--- config.mk ---
export PLATFORM = sky130hd
export DESIGN_NAME = neoIoTop
export DESIGN_NICKNAME = d
export VERILOG_FILES = /design/src/neoIoPkg.sv /design/src/neoBusPkg.sv /design/src/neoIoTop.sv /design/src/neoSystemRegs.sv /design/src/neoPlayerPort.sv /design/src/neoAxiSlave.sv
export SDC_FILE = /design/constraint.sdc
export NUM_CORES = 1
export LEC_CHECK = 0
export BUFFER_PORTS_ARGS = -buffer_cell sky130_fd_sc_hd__buf_2
export CELL_PAD_IN_SITES_DETAIL_PLACEMENT = 1
export CELL_PAD_IN_SITES_GLOBAL_PLACEMENT = 1
export CORE_MARGIN = 3
export CORE_UTILIZATION = 25
export DETAILED_ROUTE_END_ITERATION = 8
export PLACE_DENSITY = 0.71
export SYNTH_ARGS = -nofsm -noshare
export SYNTH_HDL_FRONTEND = slang
export SYNTH_SLANG_ARGS = --single-unit
--- constraint.sdc ---
create_clock -name clk68k -period 2.4 [get_ports clk68k]
set_input_delay 0.48 -clock clk68k [delete_from_list [all_inputs] [get_ports clk68k]]
set_output_delay 0.48 -clock clk68k [all_outputs]
set_load 0.005 [all_outputs]
--- src/neoIoPkg.sv ---
`default_nettype none

package neoIoPkg;

	// Player inputs, 8 stick/button bits plus start and select
	localparam int inWidth = 10;
	// Low part of an input returned by REG_PxCNT
	localparam int pCntWidth = 8;
	// Start and select pair per player in REG_STATUS_B
	localparam int startSelWidth = 2;
	// REG_POUTPUT field per player
	localparam int outWidth = 3;
	localparam int dipWidth = 8;

	// One-hot slot output and its binary index
	localparam int slotWidth = 6;
	localparam int slotNumWidth = $clog2(slotWidth);

	// Player index carried with an access
	localparam int playerIdxWidth = 1;

	// Register selects on address bits 6:4 of nBITWD0
	localparam int regSelWidth = 3;
	localparam logic [regSelWidth-1:0] regSelPOutput = 3'd0;
	localparam logic [regSelWidth-1:0] regSelSlot = 3'd2;
	// Counter operations sit at selects 6 and 7
	localparam logic [1:0] cntPrefixOp = 2'b11;

	// Which read the front end has decoded
	localparam int rdKindWidth = 2;
	localparam logic [rdKindWidth-1:0] rdKindNone = 2'd0;
	localparam logic [rdKindWidth-1:0] rdKindPCnt = 2'd1;
	localparam logic [rdKindWidth-1:0] rdKindDip = 2'd2;
	localparam logic [rdKindWidth-1:0] rdKindStatB = 2'd3;

endpackage

`default_nettype wire

--- src/neoBusPkg.sv ---
`default_nettype none

package neoBusPkg;

	// 68k byte address, A0 stands in for the LDS/UDS select
	localparam int axiAddrWidth = 24;
	localparam int axiDataWidth = 32;
	// Width of the 68k data bus carried in the low half of the AXI word
	localparam int wordWidth = 16;

	// AXI response codes
	localparam logic [1:0] respOkay = 2'b00;
	localparam logic [1:0] respSlvErr = 2'b10;

	// NEO-C1 style zone compare on A21..A17
	localparam logic [axiAddrWidth-1:0] zoneMask = 24'h3E0000;
	// REG_P1CNT on the even byte
	localparam logic [axiAddrWidth-1:0] zoneP1Cnt = 24'h300000;
	// REG_DIPSW shares the P1 zone on the odd byte (nDIPRD0)
	localparam logic [axiAddrWidth-1:0] zoneDipStat = 24'h300000;
	// REG_P2CNT on the even byte
	localparam logic [axiAddrWidth-1:0] zoneP2Cnt = 24'h340000;
	// REG_STATUS_B on the even byte
	localparam logic [axiAddrWidth-1:0] zoneStatusB = 24'h380000;
	// nBITW0 write zone on the odd byte
	localparam logic [axiAddrWidth-1:0] zoneBitW0 = 24'h380000;

	// Low address byte of an access
	// Read as a register select or as a NEO-I0 counter operation
	typedef union packed
	{
		struct packed
		{
			logic mirror;
			logic [2:0] regSel;
			logic [2:0] unused;
			logic odd;
		} regView;
		struct packed
		{
			logic mirror;
			// 11 marks a counter operation
			logic [1:0] cntPrefix;
			logic setNotReset;
			logic unused;
			logic lockoutSel;
			logic playerSel;
			logic odd;
		} cntView;
	} neoLowAddr_u;

endpackage

`default_nettype wire
--- src/neoIoTop.sv ---
`timescale 1ns/1ps
`default_nettype none

module neoIoTop
	import neoBusPkg::*, neoIoPkg::*;
#(
	parameter int numPlayers = 2,
	parameter int syncStages = 2
)
(
	input wire clk68k,
	input wire rst,
	input wire [axiAddrWidth-1:0] awaddr,
	input wire awvalid,
	output logic awready,
	input wire [axiDataWidth-1:0] wdata,
	input wire [axiDataWidth/8-1:0] wstrb,
	input wire wvalid,
	output logic wready,
	output logic [1:0] bresp,
	output logic bvalid,
	input wire bready,
	input wire [axiAddrWidth-1:0] araddr,
	input wire arvalid,
	output logic arready,
	output logic [axiDataWidth-1:0] rdata,
	output logic [1:0] rresp,
	output logic rvalid,
	input wire rready,
	input wire [numPlayers-1:0][inWidth-1:0] playerIn,
	input wire [dipWidth-1:0] dipSw,
	output logic [numPlayers-1:0][outWidth-1:0] playerOut,
	output logic [numPlayers-1:0] coinCounter,
	output logic [numPlayers-1:0] coinLockout,
	output logic [slotWidth-1:0] slotSel
);

	logic wrStrobe;
	logic rdStrobe;
	neoLowAddr_u lowAddr;
	logic [wordWidth-1:0] wrData;
	logic [playerIdxWidth-1:0] portSel;
	logic [rdKindWidth-1:0] rdKind;
	logic [wordWidth-1:0] rdWord;
	logic [numPlayers-1:0][inWidth-1:0] syncIn;

	// Bus front end and zone decode
	neoAxiSlave i_axiSlave (
		.clk68k(clk68k),
		.rst(rst),
		.awaddr(awaddr),
		.awvalid(awvalid),
		.awready(awready),
		.wdata(wdata),
		.wstrb(wstrb),
		.wvalid(wvalid),
		.wready(wready),
		.bresp(bresp),
		.bvalid(bvalid),
		.bready(bready),
		.araddr(araddr),
		.arvalid(arvalid),
		.arready(arready),
		.rdata(rdata),
		.rresp(rresp),
		.rvalid(rvalid),
		.rready(rready),
		.wrStrobe(wrStrobe),
		.rdStrobe(rdStrobe),
		.lowAddr(lowAddr),
		.wrData(wrData),
		.portSel(portSel),
		.rdKind(rdKind),
		.rdWord(rdWord)
	);

	// One port block per player
	for (genvar p = 0; p < numPlayers; p++)
	begin : gPort
		neoPlayerPort #(
			.syncStages(syncStages),
			.portIdx(p)
		) i_port (
			.clk68k(clk68k),
			.rst(rst),
			.playerIn(playerIn[p]),
			.wrStrobe(wrStrobe),
			.lowAddr(lowAddr),
			.wrData(wrData),
			.portSel(portSel),
			.syncIn(syncIn[p]),
			.playerOut(playerOut[p]),
			.coinCounter(coinCounter[p]),
			.coinLockout(coinLockout[p])
		);
	end

	// DIP, slot latch and read data back to the front end
	neoSystemRegs #(
		.numPlayers(numPlayers)
	) i_systemRegs (
		.clk68k(clk68k),
		.rst(rst),
		.dipSw(dipSw),
		.wrStrobe(wrStrobe),
		.rdStrobe(rdStrobe),
		.lowAddr(lowAddr),
		.wrData(wrData),
		.rdKind(rdKind),
		.portSel(portSel),
		.syncIn(syncIn),
		.slotSel(slotSel),
		.rdWord(rdWord)
	);

endmodule

`default_nettype wire

--- src/neoSystemRegs.sv ---
`timescale 1ns/1ps
`default_nettype none

module neoSystemRegs
	import neoBusPkg::*, neoIoPkg::*;
#(
	parameter int numPlayers = 2
)
(
	input wire clk68k,
	input wire rst,
	input wire [dipWidth-1:0] dipSw,
	input wire wrStrobe,
	input wire rdStrobe,
	input wire neoLowAddr_u lowAddr,
	input wire [wordWidth-1:0] wrData,
	input wire [rdKindWidth-1:0] rdKind,
	input wire [playerIdxWidth-1:0] portSel,
	input wire [numPlayers-1:0][inWidth-1:0] syncIn,
	output logic [slotWidth-1:0] slotSel,
	output logic [wordWidth-1:0] rdWord
);

	logic [dipWidth-1:0] dipSample;
	logic [slotNumWidth-1:0] slotNum;
	logic slotWrite;
	logic [wordWidth-1:0] pCntWord;
	logic [wordWidth-1:0] statBWord;
	logic [wordWidth-1:0] readMux;

	// DIP switches are slow, one register is enough
	always_ff @(posedge clk68k)
	begin
		dipSample <= dipSw;
	end

	// REG_SLOT, only slots 0 to 5 exist
	assign slotNum = wrData[slotNumWidth-1:0];
	assign slotWrite = wrStrobe & lowAddr.regView.odd
		& (lowAddr.regView.regSel == regSelSlot) & (slotNum < slotWidth);

	always_ff @(posedge clk68k)
	begin
		if (rst)
			slotSel <= slotWidth'(1);
		else if (slotWrite)
			slotSel <= slotWidth'(1) << slotNum;
	end

	// Read word assembly
	always_comb
	begin
		pCntWord = '0;
		statBWord = '0;
		for (int p = 0; p < numPlayers; p++)
		begin
			// Missing player reads as zero
			if (portSel == p)
				pCntWord[pCntWidth-1:0] = syncIn[p][pCntWidth-1:0];
			// Start and select from the top input bits
			statBWord[p*startSelWidth +: startSelWidth] = syncIn[p][inWidth-1 -: startSelWidth];
		end
		case (rdKind)
			rdKindPCnt:
				readMux = pCntWord;
			rdKindDip:
				readMux = {{(wordWidth-dipWidth){1'b0}}, dipSample};
			rdKindStatB:
				readMux = statBWord;
			default:
				readMux = '0;
		endcase
	end

	// Bus driven only while a read is strobed
	assign rdWord = rdStrobe ? readMux : '0;

endmodule

`default_nettype wire

--- src/neoPlayerPort.sv ---
`timescale 1ns/1ps
`default_nettype none

module neoPlayerPort
	import neoBusPkg::*, neoIoPkg::*;
#(
	parameter int syncStages = 2,
	parameter int portIdx = 0
)
(
	input wire clk68k,
	input wire rst,
	input wire [inWidth-1:0] playerIn,
	input wire wrStrobe,
	input wire neoLowAddr_u lowAddr,
	input wire [wordWidth-1:0] wrData,
	input wire [playerIdxWidth-1:0] portSel,
	output logic [inWidth-1:0] syncIn,
	output logic [outWidth-1:0] playerOut,
	output logic coinCounter,
	output logic coinLockout
);

	localparam logic [playerIdxWidth-1:0] ownIdx = playerIdxWidth'(portIdx);

	logic [inWidth-1:0] syncChain [syncStages];
	logic outWrite;
	logic cntWrite;

	// Synchroniser for the raw joystick pins
	always_ff @(posedge clk68k)
	begin
		syncChain[0] <= playerIn;
		for (int i = 1; i < syncStages; i++)
			syncChain[i] <= syncChain[i-1];
		// One more stage toward the read mux
		syncIn <= syncChain[syncStages-1];
	end

	// REG_POUTPUT on the odd byte
	assign outWrite = wrStrobe & lowAddr.regView.odd
		& (lowAddr.regView.regSel == regSelPOutput);

	// NEO-I0 counter operation addressed to this player
	assign cntWrite = wrStrobe & lowAddr.cntView.odd
		& (lowAddr.cntView.cntPrefix == cntPrefixOp) & (portSel == ownIdx);

	always_ff @(posedge clk68k)
	begin
		if (rst)
		begin
			playerOut <= '0;
			coinCounter <= 1'b0;
			coinLockout <= 1'b0;
		end
		else
		begin
			// P1 takes bits 2:0, P2 bits 5:3
			if (outWrite)
				playerOut <= wrData[portIdx*outWidth +: outWidth];
			if (cntWrite)
			begin
				// A4 picks set or reset, A2 picks lockout or counter
				if (lowAddr.cntView.lockoutSel)
					coinLockout <= lowAddr.cntView.setNotReset;
				else
					coinCounter <= lowAddr.cntView.setNotReset;
			end
		end
	end

endmodule

`default_nettype wire

--- src/neoAxiSlave.sv ---
`timescale 1ns/1ps
`default_nettype none

module neoAxiSlave
	import neoBusPkg::*, neoIoPkg::*;
(
	input wire clk68k,
	input wire rst,
	input wire [axiAddrWidth-1:0] awaddr,
	input wire awvalid,
	output logic awready,
	input wire [axiDataWidth-1:0] wdata,
	input wire [axiDataWidth/8-1:0] wstrb,
	input wire wvalid,
	output logic wready,
	output logic [1:0] bresp,
	output logic bvalid,
	input wire bready,
	input wire [axiAddrWidth-1:0] araddr,
	input wire arvalid,
	output logic arready,
	output logic [axiDataWidth-1:0] rdata,
	output logic [1:0] rresp,
	output logic rvalid,
	input wire rready,
	output logic wrStrobe,
	output logic rdStrobe,
	output neoLowAddr_u lowAddr,
	output logic [wordWidth-1:0] wrData,
	output logic [playerIdxWidth-1:0] portSel,
	output logic [rdKindWidth-1:0] rdKind,
	input wire [wordWidth-1:0] rdWord
);

	localparam logic [1:0] stIdle = 2'd0;
	localparam logic [1:0] stStrobe = 2'd1;
	localparam logic [1:0] stResp = 2'd2;

	logic [1:0] state;
	logic isRead;
	logic inZone;
	logic idle;
	logic acceptRd;
	logic acceptWr;
	logic [axiAddrWidth-1:0] reqAddr;
	neoLowAddr_u reqLow;
	logic hitP1;
	logic hitDip;
	logic hitP2;
	logic hitStB;
	logic hitBitW;
	logic nextInZone;
	logic [rdKindWidth-1:0] nextKind;
	logic [playerIdxWidth-1:0] nextPort;

	// A23 and A22 low selects the I/O half, then A21..A17 pick the zone
	function automatic logic zoneMatch(input logic [axiAddrWidth-1:0] addr,
		input logic [axiAddrWidth-1:0] pattern);
		zoneMatch = (addr[axiAddrWidth-1 -: 2] == 2'b00) && ((addr & zoneMask) == pattern);
	endfunction

	assign idle = (state == stIdle);

	// Read wins when both arrive together
	assign acceptRd = idle & arvalid;
	assign acceptWr = idle & ~arvalid & awvalid & wvalid;

	// Readies are high when idle, AW and W only ever complete as a pair
	assign arready = idle;
	assign awready = idle & ~arvalid & (wvalid | ~awvalid);
	assign wready = idle & ~arvalid & (awvalid | ~wvalid);

	assign reqAddr = arvalid ? araddr : awaddr;
	assign reqLow = reqAddr[7:0];

	// Zone decode of the access being offered
	always_comb
	begin
		hitP1 = zoneMatch(reqAddr, zoneP1Cnt) & ~reqLow.regView.odd;
		hitDip = zoneMatch(reqAddr, zoneDipStat) & reqLow.regView.odd;
		hitP2 = zoneMatch(reqAddr, zoneP2Cnt) & ~reqLow.regView.odd;
		hitStB = zoneMatch(reqAddr, zoneStatusB) & ~reqLow.regView.odd;
		// Bit writes need the LDS lane
		hitBitW = zoneMatch(reqAddr, zoneBitW0) & reqLow.regView.odd & wstrb[0];
		if (arvalid)
		begin
			nextInZone = hitP1 | hitDip | hitP2 | hitStB;
			nextPort = playerIdxWidth'(hitP2);
			if (hitDip)
				nextKind = rdKindDip;
			else if (hitStB)
				nextKind = rdKindStatB;
			else if (hitP1 | hitP2)
				nextKind = rdKindPCnt;
			else
				nextKind = rdKindNone;
		end
		else
		begin
			nextInZone = hitBitW;
			nextKind = rdKindNone;
			// Counter operations name their player in A1
			nextPort = playerIdxWidth'(reqLow.cntView.playerSel);
		end
	end

	// Idle, strobe, respond
	always_ff @(posedge clk68k)
	begin
		if (rst)
		begin
			state <= stIdle;
			isRead <= 1'b0;
			bvalid <= 1'b0;
			rvalid <= 1'b0;
		end
		else
		begin
			case (state)
				stIdle:
				begin
					if (acceptRd | acceptWr)
					begin
						isRead <= arvalid;
						state <= stStrobe;
					end
				end
				stStrobe:
				begin
					bvalid <= ~isRead;
					rvalid <= isRead;
					state <= stResp;
				end
				default:
				begin
					// Held until the master takes it
					if ((bvalid & bready) | (rvalid & rready))
					begin
						bvalid <= 1'b0;
						rvalid <= 1'b0;
						state <= stIdle;
					end
				end
			endcase
		end
	end

	// Captured access and response payload
	always_ff @(posedge clk68k)
	begin
		if (acceptRd | acceptWr)
		begin
			inZone <= nextInZone;
			rdKind <= nextKind;
			portSel <= nextPort;
			lowAddr <= reqLow;
			wrData <= wdata[wordWidth-1:0];
		end
		if (state == stStrobe)
		begin
			bresp <= inZone ? respOkay : respSlvErr;
			rresp <= inZone ? respOkay : respSlvErr;
			rdata <= {{(axiDataWidth-wordWidth){1'b0}}, rdWord};
		end
	end

	// Out-of-zone accesses still respond but never strobe
	assign wrStrobe = (state == stStrobe) & ~isRead & inZone;
	assign rdStrobe = (state == stStrobe) & isRead & inZone;

endmodule

`default_nettype wire

==> flow_metrics.env <==
export IMPL_synth_common_cells="dfxtp_1 (89), buf_4 (31), nor2_1 (30)"
export IMPL_postSynthAreaPerCell_um2=12.8
export IMPL_muxShareOfSynthArea=0.0819
export IMPL_hold_buffers=0
export IMPL_max_freq_mhz=490
export IMPL_grt_overflow_total=0
export IMPL_seq_area_frac_synth=0.680
export IMPL_post_cts_resized=0
export IMPL_hpwl_mm=6.07
export IMPL_vias=2425
export IMPL_gp_congestion=0.733
export IMPL_period_minus_slack_ns=2.04
export IMPL_grt_setup_unrepaired="no"
export IMPL_irDropWorstVdd_mv=0.602
export IMPL_area_delta_synth_final_pct=31.3
export IMPL_path_cells="or3_2 > a21oi_1 > buf_2"
export IMPL_portBuffers=97
export IMPL_synth_compound_area_share=0.0507
export IMPL_die_area_um2=16200
export IMPL_synth_warnings=0
export IMPL_yosysTopAreaCell="dfxtp_1"
export IMPL_root_buffer="clkbuf_16"
export IMPL_multiInputGateArea_um2=976
export IMPL_drcViolationCount=0
export IMPL_clockBufferDepth=2
export IMPL_post_cts_buffers=0
export IMPL_clock_skew_ns=0.0159
export IMPL_totalWireLength_mm=8.23
export IMPL_maxCapViolations=0
export IMPL_grt_max_degree=22
export IMPL_synth_fa_ha_area_frac=0.00272
export IMPL_worst_path_dominant_cell_family="simple AND/OR/NAND/NOR gates"
export IMPL_worstPathRequired_ns=1.92
export IMPL_start_kind="flip-flop"
export IMPL_synthSimpleGateAreaFrac=0.0996
export IMPL_ff_latch_area_um2=2500
export IMPL_grt_pass1_vias=2550
export IMPL_slowest_delay_ns=0.49
export IMPL_grt_usage=0.105
export IMPL_yosysUniqueCellTypes=37
export IMPL_cp_num_buf_inv=1
export IMPL_start_util=0.260
export IMPL_finalCritPeriodShare=0.850
export IMPL_setup_viol=0
export IMPL_min_path_type="primary input to flip-flop"
export IMPL_grt_pass1_wl_mm=13.0
export IMPL_cts_buffers_inserted=17
export IMPL_cts_tree="built"
export IMPL_report_final_slew_viol_count=0
export IMPL_dieHeight_um=127
export IMPL_ant_nets=0
export IMPL_yosysTopAreaCellShare=0.484
export IMPL_synth_top_family_by_area="simple AND/OR/NAND/NOR gates"
export IMPL_final_nets=514
export IMPL_worstSetupPathType="flip-flop to primary output"
export IMPL_rows=43
export IMPL_syn_inst=288
export IMPL_routedWlPerCell_um=14.0
export IMPL_ys_flop_type="dfxtp_1"
export IMPL_drive_above_1_share=0.380
export IMPL_nFillCells=1576
export IMPL_drt_initial_drc_count=74
export IMPL_synthXorXnorAreaFrac=0.00238
export IMPL_hold_viol_final=0
export IMPL_drt_pass1_iterations=4
export IMPL_syn_cell_area_um2=3680
export IMPL_clock_sinks=113
export IMPL_num_antenna_cells=0
export IMPL_relSlewSlack=0.568
export IMPL_synth_edf_count=24
export IMPL_antenna_found_initial=0
export IMPL_outcome="complete, no violations"
export IMPL_core_um2=14100
export IMPL_critPathMaxFanout=8
export IMPL_power_density_nw_per_um2=998
export IMPL_finalPower_uw=4820
export IMPL_htreeDepth=4
export IMPL_die_w_um=127
export IMPL_worstMarginPinSlew_ns=0.647
export IMPL_via_per_inst=4.12
export IMPL_finalSetupTns_ns=0
export IMPL_clkLatencyLatePin_ns=0.41
export IMPL_async_flop_share=0
export IMPL_yosys_top_cells_area="dfxtp_1 (48%), edfxtp_1 (20%), buf_4 (6.3%)"
export IMPL_worstPathArrival_ns=1.56
export IMPL_worst_path_max_delay_cell="or3_2"
export IMPL_ys_seq_elements=113
export IMPL_leakage_uw=0.00210
export IMPL_io_pins=176
export IMPL_yosysMostFrequentCell="dfxtp_1"
export IMPL_crit_path_end_kind="primary output"
export IMPL_clk_pin_slew_ns=0.06
[cells by family after synthesis]
kind of cell               after synthesis
buffers and inverters                   47
and+or+nand+nor                         70
DFF                                    113
AOI/OAI and AO/OA                       27
xor gates and xnor gates                 1
adders and majority gates                1
muxes                                   28
other                                    1
[per-stage QoR]
step                      cell area, µm²  utilization  worst slack, ns  instances  hold slack (ns)
after floorplan                     3770            -           0.0420        313            0.310
after global placement              4260        0.301            0.463        556            0.312
after detailed placement            4260        0.301            0.411        556            0.313
after CTS                           4830        0.341            0.343        588            0.146
after global routing                4830        0.341            0.284        588            0.149
final                               4830        0.341            0.360        588            0.166
[per-layer routing]
layer / track usage / up-vias / share of wire
li1: - / 1170 / -
met3: 0.0385 / 10 / 0.060
met1: 0.119 / 1148 / 0.42
met5: 0 / - / 0
met2: 0.175 / 97 / 0.51
met4: 0.0498 / 0 / 0.014
[final timing paths]
check,to,start,cells past startpoint,slack (ns)
worst max-delay path,wready,i_axiSlave.state[1],3,0.36
worst min-delay path,gPort[1].i_port.syncChain[0][2],playerIn[12],1,0.17
worst min register to register,gPort[1].i_port.syncIn[8],gPort[1].i_port.syncChain[1][8],0,0.32
worst max register to register,i_systemRegs.slotSel[1],i_axiSlave.isRead,4,0.40
[cell usage in the layout, fill, tap and decap left out, types with 7 or more instances in the layout]
cell type  netlist  layout
nor2_1          30      30
a22oi_1         10      10
buf_2            0      97
a21oi_1          7       7
inv_1            8       8
nand3_1          7       7
conb_1           1      26
nand2_1          9       9
mux2_2          17      17
edfxtp_1        24      24
mux2i_1         11      11
clkbuf_16        0      18
dfxtp_1         89      89
[worst reg2reg max path, stage by stage, from the launching register on]
cell      delay [ns]
dfxtp_1         0.35
nand4b_1        0.40
or4_4           0.55
or4b_1          0.49
a21oi_1         0.14
[where the power goes]
part | internal, µW | switching, µW | leakage, µW
Sequential | 2060 | 69.2 | 0.000974
Clock | 1500 | 916 | 0.000285
Combinational | 135 | 141 | 0.000846
[cell type report]
| type | count | share of cell area |
|---|---|---|
| well taps | 180 | 0.0466 |
| flip-flops and latches | 113 | 0.518 |
| repair buffers | 102 | 0.108 |
| multi-input cells | 153 | 0.202 |
| clock buffers | 19 | 0.0940 |
| clock inverters | 13 | 0.0251 |
| inverters | 8 | 0.00621 |
[state kept, by name (all words and copies together) (netlist names), 5 cells and up]
register,flops
gPort.i_port.syncChain,40
gPort.i_port.syncIn,20
i_axiSlave.rdata,8
i_systemRegs.dipSample,8
gPort.i_port.playerOut,6
i_axiSlave.wrData,6
i_systemRegs.slotSel,6
i_axiSlave.lowAddr,5
(Power assumes the default switching activity.)
